--- config.mk ---
export PLATFORM = sky130hd
export DESIGN_NAME = frontEnd
export DESIGN_NICKNAME = d
export VERILOG_FILES = /design/src/source/frontEndPkg.sv /design/src/source/fetchUnit.sv /design/src/source/frontEnd.sv /design/src/source/hazardDetect.sv /design/src/source/instrDecode.sv /design/src/source/instrMem.sv /design/src/source/pcUnit.sv /design/src/source/wbArbiter.sv
export SDC_FILE = /design/constraint.sdc
export NUM_CORES = 2
export LEC_CHECK = 0
export ABC_CLOCK_PERIOD_IN_PS = 9620
export BUFFER_PORTS_ARGS = -buffer_cell sky130_fd_sc_hd__buf_2
export CORE_ASPECT_RATIO = 1.4
export CORE_MARGIN = 10
export CORE_UTILIZATION = 40
export CTS_CLUSTER_DIAMETER = 150
export DETAILED_ROUTE_END_ITERATION = 7
export GPL_ROUTABILITY_DRIVEN = 0
export PLACE_DENSITY = 0.66
export SLEW_MARGIN = 0
export SYNTH_ARGS = -nofsm -noshare
export SYNTH_HDL_FRONTEND = slang
export SYNTH_SLANG_ARGS = --single-unit
--- constraint.sdc ---
create_clock -name clk -period 9.62 [get_ports clk]
set_input_delay 0 -clock clk [delete_from_list [all_inputs] [get_ports clk]]
set_output_delay 0 -clock clk [all_outputs]
set_load 0.1 [all_outputs]
--- src/source/frontEndPkg.sv ---
/*
   Shared sizes, opcodes and bus types for the processor front end.
   Every RTL file refers to these by scoped name.
*/
package frontEndPkg;

   // Word width, also the address width (word addressed)
   localparam int instrWidth = 16;
   localparam int memDepth = 256;
   localparam int regAddrWidth = 3;
   // Jal writes its return address here
   localparam logic [regAddrWidth-1:0] linkReg = 3'd7;
   // Bubble word, nop opcode and zero fields
   localparam logic [instrWidth-1:0] nopWord = 16'h0800;

   // Opcodes in bits 15:11
   localparam logic [4:0] opHalt = 5'b00000;
   localparam logic [4:0] opNop = 5'b00001;
   localparam logic [4:0] opAddi = 5'b01000;
   localparam logic [4:0] opLoad = 5'b10001;
   localparam logic [4:0] opStore = 5'b10000;
   localparam logic [4:0] opBeqz = 5'b01100;
   localparam logic [4:0] opJal = 5'b00110;
   localparam logic [4:0] opAlu = 5'b11011;

   // One word, two field layouts
   typedef union packed {
      struct packed {
         logic [4:0] opcode;
         logic [regAddrWidth-1:0] rs;
         logic [regAddrWidth-1:0] rt;
         logic [regAddrWidth-1:0] rd;
         logic [1:0] func;
      } rFmt;
      struct packed {
         logic [4:0] opcode;
         logic [regAddrWidth-1:0] rs;
         logic [regAddrWidth-1:0] rd;
         logic [4:0] imm;
      } iFmt;
   } instrWord_t;

   typedef struct packed {
      logic regWrite;
      logic memEnable;
      logic memWrite;
      logic branch;
      logic jump;
      logic link;
      logic halt;
      logic ctrlErr;
      logic usesRs;
      logic usesRt;
      logic [regAddrWidth-1:0] destReg;
   } ctrl_t;

   // Downstream payload
   typedef struct packed {
      logic [instrWidth-1:0] pc;
      instrWord_t instr;
      ctrl_t ctrl;
   } issue_t;

   // Wishbone classic, master to slave
   typedef struct packed {
      logic cyc;
      logic stb;
      logic we;
      logic [instrWidth-1:0] adr;
      logic [instrWidth-1:0] dat;
   } wbReq_t;

   // Wishbone classic, slave to master
   typedef struct packed {
      logic ack;
      logic [instrWidth-1:0] dat;
   } wbRsp_t;

endpackage

--- src/source/fetchUnit.sv ---
/*
   Wishbone classic read master for instruction fetch.
   Reads at pc, holds one word with its pc, and starts the next read
   in the cycle the held word is taken.
*/
`timescale 1ns/1ps

module fetchUnit (
   input  logic clk,
   input  logic rstN,
   input  logic [frontEndPkg::instrWidth-1:0] pc,
   input  logic flush,
   input  logic issueTaken,
   input  logic halted,
   input  frontEndPkg::wbRsp_t wbRsp,
   output frontEndPkg::wbReq_t wbReq,
   output logic advance,
   output logic fetchValid,
   output frontEndPkg::instrWord_t fetchWord,
   output logic [frontEndPkg::instrWidth-1:0] fetchPc
);

   typedef enum logic [1:0] {stIdle, stReq, stHold} fetchState_t;

   fetchState_t state;
   logic [frontEndPkg::instrWidth-1:0] reqAdr;
   logic discard;
   logic start;
   logic launch;

   // Fresh read out of idle
   assign start = (state == stIdle) && !halted && !flush;
   // Overlapped read, next word goes out while the held one leaves
   assign launch = (state == stHold) && issueTaken && !flush && !halted;
   assign advance = (state == stHold) && issueTaken;
   assign fetchValid = (state == stHold);

   always_comb begin
      wbReq = '0;
      wbReq.cyc = (state == stReq) || launch;
      wbReq.stb = (state == stReq) || launch;
      wbReq.we = 1'b0;
      // pc still points at the held word here
      wbReq.adr = (state == stHold) ? pc + 1'b1 : reqAdr;
   end

   always_ff @(posedge clk) begin
      if (!rstN) begin
         state <= stIdle;
         discard <= 1'b0;
      end else begin
         unique case (state)
            stIdle: begin
               if (start) begin
                  state <= stReq;
               end
            end
            stReq: begin
               if (wbRsp.ack) begin
                  discard <= 1'b0;
                  // Stale data after a redirect or halt is dropped
                  if (discard || flush || halted) begin
                     state <= stIdle;
                  end else begin
                     state <= stHold;
                  end
               end else if (flush) begin
                  // Finish the bus cycle, throw the data away
                  discard <= 1'b1;
               end
            end
            stHold: begin
               if (flush) begin
                  state <= stIdle;
               end else if (launch) begin
                  state <= stReq;
               end else if (issueTaken) begin
                  state <= stIdle;
               end
            end
            default: begin
               state <= stIdle;
            end
         endcase
      end
   end

   // Address and fetched word
   always_ff @(posedge clk) begin
      if (start) begin
         reqAdr <= pc;
      end else if (launch) begin
         reqAdr <= pc + 1'b1;
      end
      if (state == stReq && wbRsp.ack) begin
         fetchWord <= frontEndPkg::instrWord_t'(wbRsp.dat);
         fetchPc <= reqAdr;
      end
   end

endmodule

--- src/source/frontEnd.sv ---
/*
   Fetch and decode front end top level.
   Loader and fetch share the instruction RAM; issue leaves on a valid/ready port.
*/
`timescale 1ns/1ps

module frontEnd (
   input  logic clk,
   input  logic rstN,
   input  frontEndPkg::wbReq_t loadReq,
   input  logic redirectValid,
   input  logic [frontEndPkg::instrWidth-1:0] redirectTarget,
   input  logic issueReady,
   output frontEndPkg::wbRsp_t loadRsp,
   output logic issueValid,
   output frontEndPkg::issue_t issue,
   output logic halted
);

   logic [frontEndPkg::instrWidth-1:0] pc;
   logic [frontEndPkg::instrWidth-1:0] fetchPc;
   logic advance;
   logic fetchValid;
   logic issueTaken;
   logic haltIssued;
   frontEndPkg::instrWord_t fetchWord;
   frontEndPkg::wbReq_t fetchReq;
   frontEndPkg::wbReq_t memReq;
   frontEndPkg::wbRsp_t fetchRsp;
   frontEndPkg::wbRsp_t memRsp;
   frontEndPkg::ctrl_t candCtrl;
   frontEndPkg::issue_t cand;

   assign cand = '{pc: fetchPc, instr: fetchWord, ctrl: candCtrl};
   // Freeze only on an accepted halt
   assign haltIssued = issueValid && issueReady && issue.ctrl.halt;

   pcUnit i_pcUnit (
      .clk(clk), .rstN(rstN), .advance(advance),
      .redirectValid(redirectValid), .redirectTarget(redirectTarget),
      .halt(haltIssued), .pc(pc), .halted(halted)
   );

   fetchUnit i_fetchUnit (
      .clk(clk), .rstN(rstN), .pc(pc), .flush(redirectValid),
      .issueTaken(issueTaken), .halted(halted), .wbRsp(fetchRsp),
      .wbReq(fetchReq), .advance(advance), .fetchValid(fetchValid),
      .fetchWord(fetchWord), .fetchPc(fetchPc)
   );

   instrDecode i_instrDecode (.instr(fetchWord), .ctrl(candCtrl));

   hazardDetect i_hazardDetect (
      .clk(clk), .rstN(rstN), .fetchValid(fetchValid), .cand(cand),
      .issueReady(issueReady), .issueTaken(issueTaken),
      .issueValid(issueValid), .issue(issue)
   );

   wbArbiter i_wbArbiter (
      .clk(clk), .rstN(rstN), .loadReq(loadReq), .fetchReq(fetchReq),
      .memRsp(memRsp), .loadRsp(loadRsp), .fetchRsp(fetchRsp), .memReq(memReq)
   );

   instrMem i_instrMem (.clk(clk), .rstN(rstN), .req(memReq), .rsp(memRsp));

endmodule

--- src/source/hazardDetect.sv ---
/*
   Issue stage with a two-slot window of pending destination registers.
   A source hit on the window issues a nop bubble and keeps the word.
*/
`timescale 1ns/1ps

module hazardDetect (
   input  logic clk,
   input  logic rstN,
   input  logic fetchValid,
   input  frontEndPkg::issue_t cand,
   input  logic issueReady,
   output logic issueTaken,
   output logic issueValid,
   output frontEndPkg::issue_t issue
);

   // Slot 0 is the newest issue
   logic [1:0] slotValid;
   logic [1:0][frontEndPkg::regAddrWidth-1:0] slotReg;
   logic rsHit;
   logic rtHit;
   logic hazard;
   logic accept;

   assign rsHit = cand.ctrl.usesRs &&
      ((slotValid[0] && slotReg[0] == cand.instr.rFmt.rs) ||
       (slotValid[1] && slotReg[1] == cand.instr.rFmt.rs));
   assign rtHit = cand.ctrl.usesRt &&
      ((slotValid[0] && slotReg[0] == cand.instr.rFmt.rt) ||
       (slotValid[1] && slotReg[1] == cand.instr.rFmt.rt));
   assign hazard = rsHit || rtHit;

   assign issueValid = fetchValid;
   assign accept = issueValid && issueReady;
   // Only a real issue frees the held word
   assign issueTaken = accept && !hazard;

   always_comb begin
      issue = cand;
      if (hazard) begin
         // Bubble keeps the held pc
         issue.instr = frontEndPkg::instrWord_t'(frontEndPkg::nopWord);
         issue.ctrl = '0;
      end
   end

   // Bubbles shift the window too
   always_ff @(posedge clk) begin
      if (!rstN) begin
         slotValid <= '0;
         slotReg <= '0;
      end else if (accept) begin
         slotValid <= {slotValid[0], issue.ctrl.regWrite};
         slotReg <= {slotReg[0], issue.ctrl.destReg};
      end
   end

endmodule

--- src/source/instrDecode.sv ---
/*
   Combinational decode of one instruction word into control fields.
   Picks the destination register from the matching format view.
*/
`timescale 1ns/1ps

module instrDecode (
   input  frontEndPkg::instrWord_t instr,
   output frontEndPkg::ctrl_t ctrl
);

   always_comb begin
      ctrl = '0;
      unique case (instr.rFmt.opcode)
         frontEndPkg::opHalt: begin
            ctrl.halt = 1'b1;
         end
         frontEndPkg::opNop: begin
            // Nothing to do
            ctrl = '0;
         end
         frontEndPkg::opAddi: begin
            ctrl.regWrite = 1'b1;
            ctrl.usesRs = 1'b1;
            ctrl.destReg = instr.iFmt.rd;
         end
         frontEndPkg::opLoad: begin
            ctrl.regWrite = 1'b1;
            ctrl.memEnable = 1'b1;
            ctrl.usesRs = 1'b1;
            ctrl.destReg = instr.iFmt.rd;
         end
         frontEndPkg::opStore: begin
            // Base in rs, store data in bits 7:5
            ctrl.memEnable = 1'b1;
            ctrl.memWrite = 1'b1;
            ctrl.usesRs = 1'b1;
            ctrl.usesRt = 1'b1;
         end
         frontEndPkg::opBeqz: begin
            ctrl.branch = 1'b1;
            ctrl.usesRs = 1'b1;
         end
         frontEndPkg::opJal: begin
            // Return address goes to r7
            ctrl.jump = 1'b1;
            ctrl.link = 1'b1;
            ctrl.regWrite = 1'b1;
            ctrl.destReg = frontEndPkg::linkReg;
         end
         frontEndPkg::opAlu: begin
            ctrl.regWrite = 1'b1;
            ctrl.usesRs = 1'b1;
            ctrl.usesRt = 1'b1;
            ctrl.destReg = instr.rFmt.rd;
         end
         default: begin
            // Illegal opcode, otherwise behaves as nop
            ctrl.ctrlErr = 1'b1;
         end
      endcase
   end

endmodule

--- src/source/instrMem.sv ---
/*
   Instruction RAM as a Wishbone classic slave.
   Read data and ack are registered, so a transfer takes two cycles.
*/
`timescale 1ns/1ps

module instrMem (
   input  logic clk,
   input  logic rstN,
   input  frontEndPkg::wbReq_t req,
   output frontEndPkg::wbRsp_t rsp
);

   logic [frontEndPkg::instrWidth-1:0] ram [frontEndPkg::memDepth];
   logic [frontEndPkg::instrWidth-1:0] datQ;
   logic ackQ;
   logic sample;

   // No new sample in the ack cycle
   assign sample = req.cyc && req.stb && !ackQ;
   assign rsp = '{ack: ackQ, dat: datQ};

   always_ff @(posedge clk) begin
      if (!rstN) begin
         ackQ <= 1'b0;
      end else begin
         ackQ <= sample;
      end
   end

   // Low address bits index the array
   always_ff @(posedge clk) begin
      if (sample) begin
         if (req.we) begin
            ram[req.adr[$clog2(frontEndPkg::memDepth)-1:0]] <= req.dat;
         end
         datQ <= ram[req.adr[$clog2(frontEndPkg::memDepth)-1:0]];
      end
   end

endmodule

--- src/source/pcUnit.sv ---
/*
   Program counter with redirect, sequential advance and halt freeze.
   Advance comes from the fetch unit once a word is accepted.
*/
`timescale 1ns/1ps

module pcUnit (
   input  logic clk,
   input  logic rstN,
   input  logic advance,
   input  logic redirectValid,
   input  logic [frontEndPkg::instrWidth-1:0] redirectTarget,
   input  logic halt,
   output logic [frontEndPkg::instrWidth-1:0] pc,
   output logic halted
);

   always_ff @(posedge clk) begin
      if (!rstN) begin
         pc <= '0;
         halted <= 1'b0;
      end else if (!halted) begin
         // Redirect wins over advance
         if (redirectValid) begin
            pc <= redirectTarget;
         end else if (advance && !halt) begin
            // Word addressing, step of one
            pc <= pc + 1'b1;
         end
         // Sticky until reset
         if (halt) begin
            halted <= 1'b1;
         end
      end
   end

endmodule

--- src/source/wbArbiter.sv ---
/*
   Fixed-priority Wishbone classic arbiter, loader ahead of fetch.
   Grant is taken only with no cycle open and held until the ack.
*/
`timescale 1ns/1ps

module wbArbiter (
   input  logic clk,
   input  logic rstN,
   input  frontEndPkg::wbReq_t loadReq,
   input  frontEndPkg::wbReq_t fetchReq,
   input  frontEndPkg::wbRsp_t memRsp,
   output frontEndPkg::wbRsp_t loadRsp,
   output frontEndPkg::wbRsp_t fetchRsp,
   output frontEndPkg::wbReq_t memReq
);

   logic busy;
   logic ownerLoad;
   logic selLoad;

   // Free bus, loader wins a tie
   assign selLoad = busy ? ownerLoad : loadReq.cyc;
   assign memReq = selLoad ? loadReq : fetchReq;

   // Ack goes back to the owner only
   always_comb begin
      loadRsp.ack = memRsp.ack && selLoad;
      loadRsp.dat = memRsp.dat;
      fetchRsp.ack = memRsp.ack && !selLoad;
      fetchRsp.dat = memRsp.dat;
   end

   always_ff @(posedge clk) begin
      if (!rstN) begin
         busy <= 1'b0;
         ownerLoad <= 1'b0;
      end else if (!busy) begin
         if (memReq.cyc) begin
            busy <= 1'b1;
            ownerLoad <= selLoad;
         end
      end else if (memRsp.ack) begin
         // Reopen arbitration next cycle
         busy <= 1'b0;
      end
   end

endmodule

==> results.cfg <==
[clocking]
cts.repair.resized = 0
cts_tree = done
cts_made_buffers = 352
h-tree-depth = 5
clk_path_buf_depth = 4
cts_root_buffer = clkbuf_16
cts_hold_buf = 68
post-cts-setup-buffers = 0
insertion_delay_ps = 950
clock_sinks = 4191
cts.reportedPaths.clkPinSlew_ps = 70

[placement]
port-buffer-count = 110
pre_cts_slack_ps = 3640
hpwlAfterDp_um = 237000

[sta]
setup_viol = 0
fin_ws_ps = 3370
drv_slew = 2
worst_hold_slack_ps = 61.9
skew_ps = 76.0
post-route-period-util_pct = 64.9
hold_viol_final = 0
min_period_ps = 6250
rsz0062_at_grt = no
relSlewSlack_pct = -2.30
tightest_slew_ps = 1510
tns_ps = 0
fmax_ghz = 0.160

[floorplanning]
die_w_um = 546
die_h_um = 757
core_um2 = 386000
dieArea_um2 = 413000
ioPinCount = 119
initial_core_util_pct = 40.2
placementRows = 270

[cells_and_area]
nFillCells = 32100
final_cell_mix = 4160 x edfxtp_1, 2048 x a22oi_1, 1060 x a21oi_1
utilization_pct = 45.5
drive_gt1_share_pct = 12.6
layout_commonest_cell = edfxtp_1
final_net_count = 9286
area_growth_pct = 13.3

[global_route]
grt-ovfl-total = 0
grt_first_pass_wirelength_um = 612000
grt_max_degree = 197
grt_pass1_vias = 86500
grt.total_usage_pct = 19.7
antenna_found_initial = 10

[routing]
drt-total-wl_um = 427000
drt-vias-per-instance = 6.08
drc = 0
drt_iter0_markers = 10900
detail-route-antenna-nets = 0
wl_per_cell_um = 29.1
first_pass_iters = 6
vias = 89300

[flow_run]
cap_violations = 1

[synth]
synth_area_leaders = edfxtp_1 81%, a22oi_1 9.9%, a21oi_1 3.4%
synth_ff_type = edfxtp_1
synth_seq_cells = 4191
syn_inst = 8941
synth_edf_count = 4160
yosys_warnings = 0
synth_seq_area_share_pct = 80.9
yosys.area.top_type_share_pct = 80.5
yosysTopAreaCell = edfxtp_1
netlist_area_um2 = 155000
ys_types = 59
avgSynthCellArea_um2 = 17.4
syn-num-nets = 8997
async_reset_ff_share_pct = 0

[worst_setup_path]
worstSetupPathType = flop to flop
required_ps = 10400
path_max_fanout = 81
end_kind = flop
critPathLaunchType = flop
worstPathArrival_ps = 7020

[outcome]
violations = capacitance limit, slew limit
status = finished, violations left

[hold_path]
hp-class = input port to flop

[power]
ir_drop_uv = 153
p_total_w = 0.0387
leakage_nw = 54.6
powerDensity_nw_per_um2 = 220
## metrics by stage
stage                     instances  cell area (um^2)
after floorplan                8941            155000
after global placement        14000            164000
after detailed placement      14000            164000
after CTS                     14700            176000
after global routing          14700            176000
final                         14700            176000
## sequential cells by signal, indices dropped and copies added (netlist names)
name                      flops
i_fetchUnit.discard           1
i_fetchUnit.fetchPc          16
i_fetchUnit.fetchWord        16
i_fetchUnit.reqAdr           16
i_fetchUnit.state             2
i_hazardDetect.slotReg        6
i_hazardDetect.slotValid      2
i_instrMem.ackQ               1
i_instrMem.datQ              16
i_instrMem.ram             4096
i_pcUnit.halted               1
i_pcUnit.pc                  16
i_wbArbiter.busy              1
i_wbArbiter.ownerLoad         1
## layout make-up
cell class                 count  area, um^2  share of cell area [%]
sequential                  4191      126000                    71.4
multi-input combinational   4066       27500                    15.7
clock buffer                 442        9320                    5.30
tap                         5168        6470                    3.68
timing repair buffer         611        4990                    2.84
clock inverter               180        1860                    1.06
inverter                       8        30.0                  0.0171
antenna                        9        22.5                  0.0128
## cell usage after synthesis (3+ instances only)
master / count
o21ai_0: 22
dfxtp_1: 31
a22o_1: 3
inv_1: 7
nand2_1: 93
o41ai_1: 256
nand4_1: 5
o31ai_1: 10
buf_6: 10
a21oi_1: 1060
xnor2_1: 28
edfxtp_1: 4160
buf_2: 151
a41oi_1: 64
buf_4: 7
nor3_1: 54
a221oi_1: 4
xor2_1: 4
a22oi_1: 2048
or4_1: 16
and2_1: 39
mux2i_1: 5
nor4_1: 4
a211oi_1: 4
and3_1: 9
nand2b_1: 8
clkbuf_1: 421
nor2_1: 258
nor2b_1: 10
buf_1: 86
nand3_1: 16
nand3b_1: 4
a31oi_1: 5
or2_2: 6
## routing by layer
metal | GRT usage, % | vias up | part of all wire (%)
li1 | - | 37700 | -
met1 | 24.4 | 45600 | 36
met2 | 32.7 | 5076 | 49
met3 | 3.82 | 897 | 9.6
met4 | 10.4 | 12 | 6.0
met5 | 0 | - | 0.019
## kinds of logic after synthesis
| logic type | Yosys count | synth area share (%) |
|---|---|---|
| adder cells (fa/ha/maj) | 1 | 0.00806 |
| flip-flops | 4191 | 80.9 |
| AND/OR/NAND/NOR | 534 | 1.56 |
| multiplexers | 7 | 0.0508 |
| AO/OA/AOI/OAI | 3492 | 15.4 |
| XOR/XNOR | 32 | 0.181 |
| buffers and inverters | 684 | 1.84 |
## critical path: stages (launching register included)
cell      delay (ps)
dfxtp_1          550
ha_1             360
nor4b_1          320
a311oi_2         110
nor2_4           640
buf_4            650
buf_12           400
buf_4            700
a22oi_1          200
a21oi_1          270
o41ai_1          150
buf_4            220
a41oi_1          940
or4_1            320
## worst paths after layout
check                          from                      end  slack, ps  depth (start not counted)
max reg2reg          i_pcUnit.pc[0]       i_instrMem.datQ[9]       3370                         13
min reg2reg  i_fetchUnit.reqAdr[14]  i_fetchUnit.fetchPc[14]        420                          0
max                  i_pcUnit.pc[0]       i_instrMem.datQ[9]       3370                         13
min              redirectTarget[15]          i_pcUnit.pc[15]         60                          5
## power breakdown
part | total [W] | internal (W) | switching (W) | leakage (nW)
sequential | 0.0203 | 0.0203 | 0.0000484 | 38.4
combinational | 0.00427 | 0.00105 | 0.00322 | 10.8
clock | 0.0141 | 0.00778 | 0.00633 | 5.45
total | 0.0387 | 0.0291 | 0.00960 | 54.6
(Power assumes the default switching activity.)
